--- src/rtl/sparse_buffer_pkg.sv ---
/*
 * Shared types and constants for the sparse sample buffer.
 * Sample and beat widths, timestamp and header layouts, and the APB
 * register map used by the register block and the testbench.
 */

package sparse_buffer_pkg;

  localparam int sample_width = 16;
  localparam int parallel_samples = 2;
  localparam int tstamp_field_width = 16;

  // one beat is a group of samples taken in the same cycle
  typedef logic [parallel_samples-1:0][sample_width-1:0] beat_t;

  typedef struct packed {
    logic [tstamp_field_width-1:0] beat_timer;
    logic [tstamp_field_width-1:0] data_index;
  } tstamp_t;

  // high sits in the upper half of the register word
  typedef struct packed {
    logic [sample_width-1:0] high;
    logic [sample_width-1:0] low;
  } thresholds_t;

  typedef struct packed {
    logic [31:0] data;
    logic last;
  } out_word_t;

  // kind is 0 ahead of timestamps, 1 ahead of data
  typedef struct packed {
    logic kind;
    logic [6:0] channel;
    logic [23:0] count;
  } header_t;

  ////////////////////
  // APB register offsets
  ////////////////////
  localparam logic [11:0] reg_ctrl_addr = 12'h000;
  localparam logic [11:0] reg_status_addr = 12'h004;
  localparam logic [11:0] reg_thresh_base = 12'h010;

endpackage

--- src/rtl/sample_discriminator.sv ---
/*
 * Per-channel keep decision with hysteresis.
 * Keeps the beat timer, run state and data index, and issues registered
 * write requests to the channel's data and timestamp FIFOs.
 */
`timescale 1ns/1ns

module sample_discriminator #(
  parameter int tstamp_depth = 16,
  parameter int data_depth = 64
) (
  input  logic clk,
  input  logic reset,
  input  logic start,
  input  logic capturing,
  input  logic in_valid,
  input  sparse_buffer_pkg::beat_t in_beat,
  input  sparse_buffer_pkg::thresholds_t thresholds,
  input  logic [$clog2(data_depth+1)-1:0] data_fill,
  input  logic [$clog2(tstamp_depth+1)-1:0] tstamp_fill,
  output logic data_wr,
  output sparse_buffer_pkg::beat_t data_beat,
  output logic tstamp_wr,
  output sparse_buffer_pkg::tstamp_t tstamp,
  output logic full
);

  localparam int tw = sparse_buffer_pkg::tstamp_field_width;

  logic prev_kept;
  logic [tw-1:0] beat_timer;
  logic [tw-1:0] data_index;
  logic above_high;
  logic above_low;
  logic kept;
  logic run_start;
  logic room;
  logic store;

  always_comb begin
    above_high = 1'b0;
    above_low = 1'b0;
    for (int i = 0; i < sparse_buffer_pkg::parallel_samples; i++) begin
      above_high |= in_beat[i] > thresholds.high;
      above_low |= in_beat[i] > thresholds.low;
    end
    kept = above_high || (prev_kept && above_low);
    run_start = kept && !prev_kept;
    // the fill counts lag by one cycle, so count a write still in flight
    room = (int'(data_fill) + int'(data_wr)) < data_depth
        && (!run_start || (int'(tstamp_fill) + int'(tstamp_wr)) < tstamp_depth);
    store = capturing && in_valid && kept && !full && room;
  end

  always_ff @(posedge clk) begin
    if (reset || start) begin
      prev_kept <= 1'b0;
      beat_timer <= '0;
      data_index <= '0;
      full <= 1'b0;
      data_wr <= 1'b0;
      tstamp_wr <= 1'b0;
    end else begin
      data_wr <= store;
      tstamp_wr <= store && run_start;
      if (capturing && in_valid) begin
        prev_kept <= kept;
        beat_timer <= beat_timer + 1'b1;
        // sticky until the next start
        if (kept && !room) full <= 1'b1;
      end
      if (store) data_index <= data_index + 1'b1;
    end
  end

  // timestamp carries the index before this beat's write
  always_ff @(posedge clk) begin
    data_beat <= in_beat;
    tstamp.beat_timer <= beat_timer;
    tstamp.data_index <= data_index;
  end

  a_no_write_full: assert property (@(posedge clk) disable iff (reset)
    data_wr |-> data_fill != data_depth);

endmodule

--- config.mk ---
export PLATFORM = sky130hd
export DESIGN_NAME = sample_discriminator
export DESIGN_NICKNAME = d
export VERILOG_FILES = /design/src/rtl/sparse_buffer_pkg.sv /design/src/rtl/sample_discriminator.sv
export SDC_FILE = /design/constraint.sdc
export NUM_CORES = 1
export LEC_CHECK = 0
export ABC_CLOCK_PERIOD_IN_PS = 2400
export BUFFER_PORTS_ARGS = -buffer_cell sky130_fd_sc_hd__buf_2
export CAP_MARGIN = 20
export CORE_MARGIN = 2
export CORE_UTILIZATION = 51
export CTS_CLUSTER_DIAMETER = 40
export DETAILED_ROUTE_END_ITERATION = 7
export GPL_TIMING_DRIVEN = 1
export PLACE_DENSITY = 0.8
export SLEW_MARGIN = 15
export SYNTH_ARGS = -nofsm -noshare
export SYNTH_HDL_FRONTEND = slang
export SYNTH_SLANG_ARGS = --single-unit
--- constraint.sdc ---
create_clock -name clk -period 2.4 [get_ports clk]
set_input_delay 0 -clock clk [delete_from_list [all_inputs] [get_ports clk]]
set_output_delay 0 -clock clk [all_outputs]
set_load 0.01 [all_outputs]
==> results of run 1 <==
-- layout make-up --
class / count / share of cell area (%)
multi-input cells: 313 / 38.5
inverters: 37 / 2.26
repair buffers: 200 / 21.5
clock buffers: 9 / 2.01
flip-flops and latches: 100 / 32.5
well taps: 108 / 2.20
clock inverters: 7 / 0.976
-- flip-flops by register name, summed over array words and instances (netlist names) --
register / cells
beat_timer: 16
data_beat: 32
data_index: 16
data_wr: 1
full: 1
prev_kept: 1
tstamp: 32
tstamp_wr: 1
-- power by group through the flow --
stage	logic, mW	registers [mW]	clock network, mW
final	0.555	1.70	1.02
after floorplan	0.245	1.75	0
after CTS	0.509	1.70	1.04
after global routing	0.621	1.70	1.12
after global placement	0.438	1.74	0
after detailed placement	0.460	1.74	0
-- per-layer routing --
layer | share of wire, % | GRT usage (%) | up-vias
met1 | 40 | 26.4 | 1948
met2 | 53 | 42.6 | 141
met3 | 5.6 | 6.16 | 21
li1 | - | - | 2073
met4 | 1.8 | 8.44 | 0
met5 | 0 | 0 | -
-- worst register-to-register path, delay by kind of cell (launching register included) --
kind	cells	cell delay (ns)
and+or+nand+nor	6	1.35
DFF	1	0.45
AOI/OAI and AO/OA	1	0.15
-- final timing paths --
path / startpoint / endpoint / depth (start not counted)
hold reg to reg: beat_timer[15]$_SDFFE_PP0P_ / tstamp[31]$_DFF_P_ / 0
setup reg to reg: data_index[3]$_SDFFE_PP0P_ / data_index[13]$_SDFFE_PP0P_ / 7
hold / removal: data_fill[6] / data_index[1]$_SDFFE_PP0P_ / 5
setup / recovery: thresholds[30] / data_index[6]$_SDFFE_PP0P_ / 14
-- layout by cell type, fill, tap and decap left out, types with 4 or more instances in the layout --
master	instances
or4_1	11
nand3_1	14
nand4_1	19
xor2_1	8
dlymetal6s4s_1	6
nand2_1	36
nor2_1	18
nor3_1	6
o31ai_1	12
dfxtp_1	100
clkbuf_8	9
and4_1	5
dlygate4sd3_1	37
inv_1	37
o21ai_1	4
buf_4	12
a21oi_1	43
o21ai_0	10
or3_1	8
ha_1	63
buf_2	141
a21oi_2	6
and2_1	4
and3_1	7
-- logic make-up (layout without fill, tap and decap cells) --
kind of cell | count (synthesis) | in the layout
compound gates | 96 | 96
flops | 100 | 100
mux | 1 | 1
xor+xnor | 9 | 9
buf+inv | 50 | 253
fa+ha+maj | 66 | 66
simple gates | 141 | 141
-- what timing repair did --
item                                    CTS  global route
hold buffers                             37             6
resized for setup                         0            21
setup buffers                             0             1
hold endpoints to repair                 35             6
endpoints found under the setup margin    0            15
-- metrics by stage --
stage          util (%)  setup slack [ns]  TNS, ns
2_1_floorplan         -             0.413        0
4_1_cts            68.8            0.0318        0
3_3_place_gp       62.4            -0.108   -0.709
5_1_grt            71.2            0.0746        0
3_5_place_dp       62.4            -0.111    -1.19
6_report           71.2             0.238        0
==> key figures, run 1 <==
Layout
  – Sequential cell area: between 2000 and 2500 µm²
  – Nets: approximately 800
  – Area growth, synth to finish: 36.9%
  – Final cell count without fillers: around 770
  – Total inserted antenna cells: 0
  – Finished Cell Area: 6150 µm²
  – Layout cells sized above 1: between 20 and 30%
  – Area occupied by multi-input gates: around 2400 µm²
  – Fillcell total: 681

Global route
  – GRT overflow: 0
  – Largest net degree at the start of global routing: 35
  – Vias in the first global route: approximately 4100
  – Initial antenna violation count: 0
  – Global-route wire length before repair: roughly 18000 µm
  – Tot GR Track Use: about a quarter

Die
  – Die Y: 97.9 µm
  – I/O pin cnt: 148
  – Die X: 97.9 µm
  – Row cnt: 34
  – Starting density of the core: 52.0%
  – Die Area: ~9600 µm²
  – Core area: 8640 µm²

Power
  – Clock Power Share: a little under a third
  – Total power: 3.27 mW
  – P per Cell Area: roughly 530 nW/µm²
  – Share of power burned in registers: about half
  – Worst-case vdd ir drop: ~0.30 mV
  – P_leak: a little under 3 nW
  – Net switching power: a little over 900 µW
  – Combinational group share of total power: between 10% and 20%
  – Switching Fraction: 28.2%
  – Pint: approximately 2.4 mW

Synth
  – Cells after synthesis: 463
  – Post-synth EDFFs: 0
  – Leading cell types by count after synthesis: dfxtp_1, ha_1, a21oi_1
  – Synth Area in Compound Gates: between 10% and 20%
  – Main combinational cell family by area after synthesis: adder cells
  – Post-synth top area share: 44.6%
  – Asr flop ratio synth: 0%
  – Count leader, synth: dfxtp_1
  – Top FF cell, synth: dfxtp_1
  – Synth Net Count: 610
  – XOR/XNOR Fraction of Synth Area: 1.75%
  – Sequential fraction of the synthesis area: between 40% and 50%
  – Synth Area in Simple Gates: between 15 and 20%
  – Adder-cell share of the synthesized area: a little under a fifth
  – Cell area after synthesis: ~4500 µm²
  – Mux share of post-synthesis cell area: less than 1%
  – YS warnings: 0
  – Area leader, netlist: dfxtp_1
  – Syn Area/Cell: 9.70 µm²
  – Top cells by area, synth: dfxtp_1, ha_1, a21oi_1
  – Yosys cell types: between 40 and 50
  – Yosys reg bits: 100

Clock network
  – CTS sink count: 100
  – # H-tree levels: 3
  – Clk_lat worst skew: around 0.36 ns
  – CTS tree: built
  – Max clock buf depth: 2
  – TritonCTS Buffers: 9
  – Worst-path clk slew: approximately 0.1 ns
  – CTS root buffer: clkbuf_8

STA
  – Final hold slack: 0.132 ns
  – Post-layout min period: between 2 and 2.5 ns
  – Period utilization: about 90%
  – RSZ-0062 raised after global routing: false
  – Final setup fails: 0
  – Clock Skew: 0.0100 ns
  – Final Hold Fails: 0
  – Final Max Slew Viols: 0
  – Tightest Pin Transition: roughly 0.70 ns
  – Rel. slew slack: between 50% and 60%
  – Max Clock Freq: roughly 460 MHz

Hold path
  – Worst min-delay path category: in2reg

Detailed routing
  – Drt initial violations: 76
  – WL final: approximately 12000 µm
  – Post-DR wirelength/cell: between 15 and 20 µm
  – Post-route antenna net violation count: 0
  – Routed vias: ~4200
  – Vias/cell: 5.40
  – DR pass1 iterations: 4
  – Residual DRC count: 0

Setup path
  – CP Data Arrival Time: 2.46 ns
  – CP Max Fanout: 7
  – Crit-path slowest cell: or4_1
  – Critical Path End Type: flop
  – Slowest cell delay on critical path: approximately 0.5 ns
  – Crit path cell chain: buf_2 -> inv_1 -> ha_1 -> nand4_1 -> nor3_1 -> buf_4 -> o21ai_1 -> a21oi_2 -> o21a_2 -> a21oi_4 -> buf_12 -> buf_4 -> or4_1 -> a21oi_1
  – Buf/Inv on CP: 5
  – Startpoint types: primary input
  – Flop2flop setup slack: about 0.38 ns
  – Crit path max-delay family: simple AND/OR/NAND/NOR gates
  – Required time of the critical path: about 2.7 ns
  – Critical path class: in2reg
  – Most Frequent Cell on Critical Path: buf_4

Placement
  – Post-Place Cell Area: ~5400 µm²
  – Number of port buffers: ~150
  – Dpl hpwl: 8350 µm
  – Gpl congestion: slightly below 0.9
  – Placed Cells: 717

Flow run
  – Max cap viols: 0

Status
  – Status: completed
Power figures use the tool's default switching activity.
==> inputs of run 2 (changes only) <==
PLACE_DENSITY = 0.77   (was 0.8)
==> run 2 against run 1 <==
  * Count of clock-buffer cells in the layout stayed put
  * Fmax is 8.5% lower
  * Global-route usage is 0.94 points lower
==> key figures, run 2 (synthesis results as in run 1) <==
Status
  – Status: completed

Setup path
  – Flop2flop setup slack: 0.26 ns (-0.12 ns)
  – Crit path cell chain: dlygate4sd3_1 -> inv_2 -> ha_1 -> nand4_1 -> nor4_2 -> nor3_1 -> o31a_1 -> a211o_2 -> a21oi_4 -> buf_12 -> clkbuf_16 -> or4_1 -> a21oi_2
  – Crit Reg-Reg Startpoint: data_index[3]$_SDFFE_PP0P_
  – CP Capture Point: data_index[5]$_SDFFE_PP0P_
  – Startpoint types: primary input
  – Required time of the critical path: 2.69 ns (about the same)
  – Crit-path slowest cell: dlygate4sd3_1
  – RR Endpoint: data_index[13]$_SDFFE_PP0P_
  – Critical path class: in2reg
  – R2R cell count: 7 (unchanged)
  – CP Data Arrival Time: 2.66 ns (+0.20 ns)
  – CP Max Fanout: 7 (unchanged)
  – Critical Path End Type: flop
  – Slowest cell delay on critical path: 0.57 ns (+0.07 ns)
  – Worst setup path start: in_beat[0]

Layout
  – Layout cells sized above 1: 32.6% (+2.7 points)
  – Fillcell total: 642 (-5.7%)
  – Top flop regs: data_beat (32), tstamp (32)
  – Finished Cell Area: 6270 µm² (+1.9%)
  – Commonest non-fill, non-tap cell in the layout: buf_2
  – Nets: 805 (-0.37%)
  – Area growth, synth to finish: 39.5%
  – Final core utilization: 72.6% (+1.3 points)
  – Commonest cells after routing, fill and taps aside: buf_2, dfxtp_1, ha_1
  – Total inserted antenna cells: 0 (unchanged)

STA
  – Fin Setup TNS: 0 ns (unchanged)
  – Final Hold Fails: 0 (unchanged)
  – Tightest Pin Transition: 0.753 ns (+0.0498 ns)
  – Final hold slack: 0.0433 ns (-0.0888 ns)
  – Post-layout min period: 2.36 ns (+0.200 ns)
  – Max Clock Freq: 423 MHz (-8.5%)
  – Final setup fails: 0 (unchanged)
  – Final Max Slew Viols: 0 (unchanged)
  – Rel. slew slack: 49.8% (-3.3 points)
  – Period utilization: 98.4% (+8.4 points)
  – Clock Skew: 0.0131 ns (+0.00309 ns)

Power
  – Worst-case vdd ir drop: 0.371 mV (+25%)
  – Pint: 2.49 mW (+5.7%)
  – Share of power burned in registers: 49.7% (-2.2 points)
  – Clock Power Share: 33.3% (+2.2 points)
  – Net switching power: 939 µW (+1.9%)
  – Combinational group share of total power: 17.0% (about the same)
  – P_leak: 2.92 nW (+0.27%)
  – P per Cell Area: 547 nW/µm² (+2.7%)
  – Switching Fraction: 27.4% (-0.73 points)

Detailed routing
  – Vias/cell: 5.47 (+1.2%)
  – WL final: 11500 µm (-1.5%)
  – Post-route antenna net violation count: 0 (unchanged)
  – Residual DRC count: 0 (unchanged)
  – Routed vias: 4215 (+0.77%)
  – Drt initial violations: 148 (+95%)
  – Post-DR wirelength/cell: 15.0 µm (-1.1%)
  – DR pass1 iterations: 4 (unchanged)

Global route
  – Initial antenna violation count: 0 (unchanged)
  – Largest net degree at the start of global routing: 35 (unchanged)
  – Vias in the first global route: 4035 (-2.4%)
  – GRT overflow: 0 (unchanged)
  – Tot GR Track Use: 22.5% (-0.94 points)
  – Global-route wire length before repair: 17800 µm (-3.8%)

Placement
  – Gpl congestion: 0.961 (+9.9%)
  – Number of port buffers: 147 (unchanged)
  – Post-Place Cell Area: 5370 µm² (-0.46%)
  – Dpl hpwl: 8050 µm (-3.6%)

Clock network
  – CTS sink count: 100 (unchanged)
  – Worst-path clk slew: 0.11 ns (about the same)
  – CTS tree: built
  – Max clock buf depth: 2 (unchanged)
  – Clk_lat worst skew: 0.36 ns (about the same)
  – CTS root buffer: clkbuf_8
  – TritonCTS Buffers: 9 (unchanged)
  – # H-tree levels: 3 (unchanged)

Flow run
  – Max cap viols: 0 (unchanged)

Die
  – Die X: 97.9 µm (unchanged)
  – Die Area: 9580 µm² (unchanged)
  – Die Y: 97.9 µm (unchanged)
  – Starting density of the core: 52.0% (unchanged)
  – Core area: 8640 µm² (unchanged)
  – I/O pin cnt: 148 (unchanged)
  – Row cnt: 34 (unchanged)

Hold path
  – Worst min-delay path category: in2reg
==> run 2: cell types whose count changed in the layout (fill, tap and decap cells not counted), moves of 3 or more <==
| cell | before | now |
|---|---|---|
| a21oi_1 | 43 | 36 |
| buf_4 | 12 | 9 |
| or4_4 | 3 | 6 |
| a21oi_2 | 6 | 13 |
| or4_1 | 11 | 8 |
| ha_4 | 3 | 6 |
| ha_1 | 63 | 60 |
==> run 2: cell type report <==
| type | instances | area (µm²) | share of cell area [%] |
|---|---|---|---|
| Timing Repair Buffer | 197 | 1320 | 21.1 |
| Clock inverter | 7 | 92.6 | 1.48 |
| Multi-Input combinational cell | 313 | 2450 | 39.1 |
| Sequential cell | 100 | 2000 | 31.9 |
| Inverter | 37 | 139 | 2.22 |
| Clock buffer | 9 | 124 | 1.98 |
| Tap cell | 108 | 135 | 2.16 |
==> run 2: power by group through the flow <==
stage                     Combinational, mW  Clock (mW)  Sequential (mW)
after floorplan                       0.245           0             1.75
after global placement                0.434           0             1.74
after detailed placement              0.453           0             1.74
after CTS                             0.501        1.16             1.70
after global routing                  0.645        1.23             1.70
final                                 0.582        1.14             1.70
==> run 2: worst min path at each step <==
stage | from | endpoint | slack [ns] | cells after the start
2_1_floorplan | in_beat[0] | data_beat[0]$_DFF_P_ | 0.03 | 0
3_3_place_gp | in_beat[0] | data_beat[0]$_DFF_P_ | 0.13 | 1
3_5_place_dp | in_beat[16] | data_beat[16]$_DFF_P_ | 0.13 | 1
4_1_cts | data_fill[6] | data_index[1]$_SDFFE_PP0P_ | 0.12 | 5
5_1_grt | in_beat[1] | data_beat[1]$_DFF_P_ | 0.04 | 1
6_report | in_beat[1] | data_beat[1]$_DFF_P_ | 0.04 | 1
==> run 2: what timing repair did <==
action,4_1_cts,5_1_grt
buffers inserted,0,5
gates resized for setup,0,36
hold endpoints to repair,35,3
endpoints found under the setup margin,0,17
hold buffers,37,3
==> run 2: worst max-delay path, delay by kind of cell <==
family,cells,cell delay (ns)
adders and majority gates,1,0.27
buffers and inverters,4,0.91
and+or+nand+nor,4,0.94
AOI/OAI and AO/OA,4,0.53
==> run 2: metrics by stage <==
step	setup WS, ns	total power [mW]	cells
2_1_floorplan	0.413	2.00	463
3_3_place_gp	-0.0351	2.17	712
3_5_place_dp	-0.0900	2.19	712
4_1_cts	0.00386	3.36	765
5_1_grt	-0.0181	3.58	771
6_report	0.0374	3.43	771
==> run 2: per-layer routing <==
metal	wire [µm]	GRT usage [%]
met5	0	0
met4	291	8.65
met3	738	6.51
met2	5990	39.5
met1	4520	25.9
==> inputs of run 3 (changes only) <==
CORE_ASPECT_RATIO = 0.75   (was not set)
==> run 3 against run 2 <==
  * The flow now finishes with violations (hold timing)
  * Worst hold slack got worse by 0.044 ns
  * Global-route usage rose by 2.1 points
  * First-iteration DRC count rose by 25%
  * Combinational power fell by 8.4%
  * Clock power rose by 38%
  * Critical endpoint is now data_index[13]$_SDFFE_PP0P_
==> key figures, run 3 (synthesis results as in run 1) <==
Clock network
  – # H-tree levels: 3 (unchanged)
  – Clk_lat worst skew: 0.35 ns (about the same)
  – Worst-path clk slew: 0.07 ns (-0.04 ns)
  – Max clock buf depth: 2 (unchanged)
  – CTS sink count: 100 (unchanged)
  – TritonCTS Buffers: 9 (unchanged)
  – CTS tree: built
  – CTS root buffer: clkbuf_16

Layout
  – Commonest cells after routing, fill and taps aside: buf_2, dfxtp_1, ha_1, a21oi_1
  – Final core utilization: 72.9% (+0.33 points)
  – Layout cells sized above 1: 30.3% (-2.2 points)
  – Total inserted antenna cells: 0 (unchanged)
  – Top flop regs: data_beat (32), tstamp (32)
  – Area growth, synth to finish: 37.7%
  – Commonest non-fill, non-tap cell in the layout: buf_2
  – Finished Cell Area: 6190 µm² (-1.2%)
  – Nets: 799 (-0.75%)
  – Final cell count without fillers: 764 (-0.91%)

Power
  – Worst-case vdd ir drop: 0.619 mV (+67%)
  – P per Cell Area: 614 nW/µm² (+12%)
  – Total power: 3.80 mW (+11%)
  – P_leak: 2.91 nW (-0.28%)

Die
  – Starting density of the core: 52.9% (+0.89 points)
  – Core area: 8490 µm² (-1.7%)
  – Die Y: 85.3 µm (-13%)
  – Die Area: 9580 µm² (about the same)
  – Row cnt: 29 (-15%)
  – I/O pin cnt: 148 (unchanged)
  – Die X: 112 µm (+15%)

Setup path
  – Critical path class: reg2reg
  – Startpoint types: flop
  – Crit path cell chain: and4_1 -> and3_1 -> and3_1 -> and2_1 -> nand3_1 -> or4_4 -> a21oi_2
  – R2R cell count: 7 (unchanged)
  – Crit Reg-Reg Startpoint: data_index[3]$_SDFFE_PP0P_
  – Critical Path End Type: flop
  – Slowest cell delay on critical path: 0.47 ns (-0.10 ns)
  – Flop2flop setup slack: 0.22 ns (-0.04 ns)
  – CP Max Fanout: 7 (unchanged)
  – Critical path depth in cells: 7 (-6)
  – Crit path max-delay family: simple AND/OR/NAND/NOR gates
  – RR Endpoint: data_index[13]$_SDFFE_PP0P_
  – CP Data Arrival Time: 2.45 ns (-0.21 ns)
  – Most Frequent Cell on Critical Path: and3_1
  – Crit-path slowest cell: dfxtp_1
  – Required time of the critical path: 2.67 ns (-0.02 ns)
  – Buf/Inv on CP: 0 (-4)

Global route
  – Global-route wire length before repair: 18900 µm (+6.3%)
  – GRT overflow: 0 (unchanged)
  – Initial antenna violation count: 0 (unchanged)
  – Vias in the first global route: 4047 (+0.30%)
  – Tot GR Track Use: 24.6% (+2.1 points)
  – Largest net degree at the start of global routing: 35 (unchanged)

Placement
  – Dpl hpwl: 8370 µm (+4.0%)
  – Placed Cells: 711 (-0.14%)
  – Setup WS pre-CTS: -0.0743 ns (+0.0156 ns)
  – Gpl congestion: 0.869 (-9.5%)
  – Number of port buffers: 147 (unchanged)
  – Post-Place Cell Area: 5360 µm² (-0.14%)

Detailed routing
  – Drt initial violations: 185 (+25%)
  – Residual DRC count: 0 (unchanged)
  – WL final: 11700 µm (+1.4%)
  – Vias/cell: 5.40 (-1.1%)
  – Post-route antenna net violation count: 0 (unchanged)
  – Post-DR wirelength/cell: 15.3 µm (+2.3%)
  – DR pass1 iterations: 4 (unchanged)
  – Routed vias: 4129 (-2.0%)

STA
  – Post-layout min period: 2.18 ns (-0.185 ns)
  – Final WS setup: 0.222 ns (+0.185 ns)
  – Period utilization: 90.7% (-7.7 points)
  – Max Clock Freq: 459 MHz (+8.5%)
  – Final setup fails: 0 (unchanged)
  – Rel. slew slack: 49.0% (-0.84 points)
  – RSZ-0062 raised after global routing: false
  – Fin Setup TNS: 0 ns (unchanged)
  – Clock Skew: 0.00836 ns (-0.00475 ns)
  – Final Hold Fails: 1 (+1)
  – Final hold slack: -0.00117 ns (-0.0444 ns)
  – Tightest Pin Transition: 0.765 ns (+0.0127 ns)
  – Final Max Slew Viols: 0 (unchanged)

Flow run
  – Max cap viols: 0 (unchanged)

Hold path
  – Worst min-delay path category: in2reg
  – WHS Path Cells: 1 (unchanged)
  – Worst Hold Path EP: data_beat[1]$_DFF_P_
  – Worst hold start: in_beat[1]

Status
  – Status: finished with violations
  – Failing checks: hold timing
[run 3: cell count changes in the layout (fill, tap and decap cells not counted), sizes merged]
cell / previous run / this run
dlymetal6s4s: 4 / 3
buf: 154 / 151
clkbuf: 12 / 10
inv: 40 / 39
bufinv: 1 / 2
clkinv: 1 / 0
[run 3: worst register-to-register path, stage by stage (launching register included)]
cell and delay, ns:
dfxtp_1 0.47, and4_1 0.27, and3_1 0.21, and3_1 0.19
and2_1 0.21, nand3_1 0.15, or4_4 0.46, a21oi_2 0.15
[run 3: per-layer routing]
metal,GRT usage [%],part of all wire (%),vias to the layer above
met5,0,0,-
met4,9.87,2.9,0
met3,7.43,7.5,30
met2,40.4,47,155
met1,30.7,42,1893
li1,-,-,2051
[run 3: what timing repair did]
action                                  CTS  global route
endpoints found under the setup margin    0            16
gates resized for setup                   0            24
hold endpoints to repair                 35             2
setup buffers                             0             0
hold buffers                             37             2
[run 3: layout make-up]
type	instances	area, µm²
multi-input cells	313	2360
fillers	617	2300
flip-flops and latches	100	2000
repair buffers	191	1220
clock buffers	9	225
inverters	37	139
well taps	108	135
clock inverters	6	97.6
[run 3: worst max-delay path by stage]
stage | from | end | slack (ns)
5_1_grt | thresholds[27] | data_index[13]$_SDFFE_PP0P_ | 0.10
4_1_cts | in_beat[16] | data_index[11]$_SDFFE_PP0P_ | 0.02
2_1_floorplan | thresholds[1] | data_index[10]$_SDFFE_PP0P_ | 0.41
3_5_place_dp | in_beat[30] | data_index[11]$_SDFFE_PP0P_ | -0.07
6_report | data_index[3]$_SDFFE_PP0P_ | data_index[13]$_SDFFE_PP0P_ | 0.22
3_3_place_gp | in_beat[30] | data_index[10]$_SDFFE_PP0P_ | 0.02
[run 3: power by group]
group | internal (mW) | switching (mW) | total [mW]
clock network | 0.922 | 0.645 | 1.57
registers | 1.69 | 0.00952 | 1.70
logic | 0.250 | 0.284 | 0.533
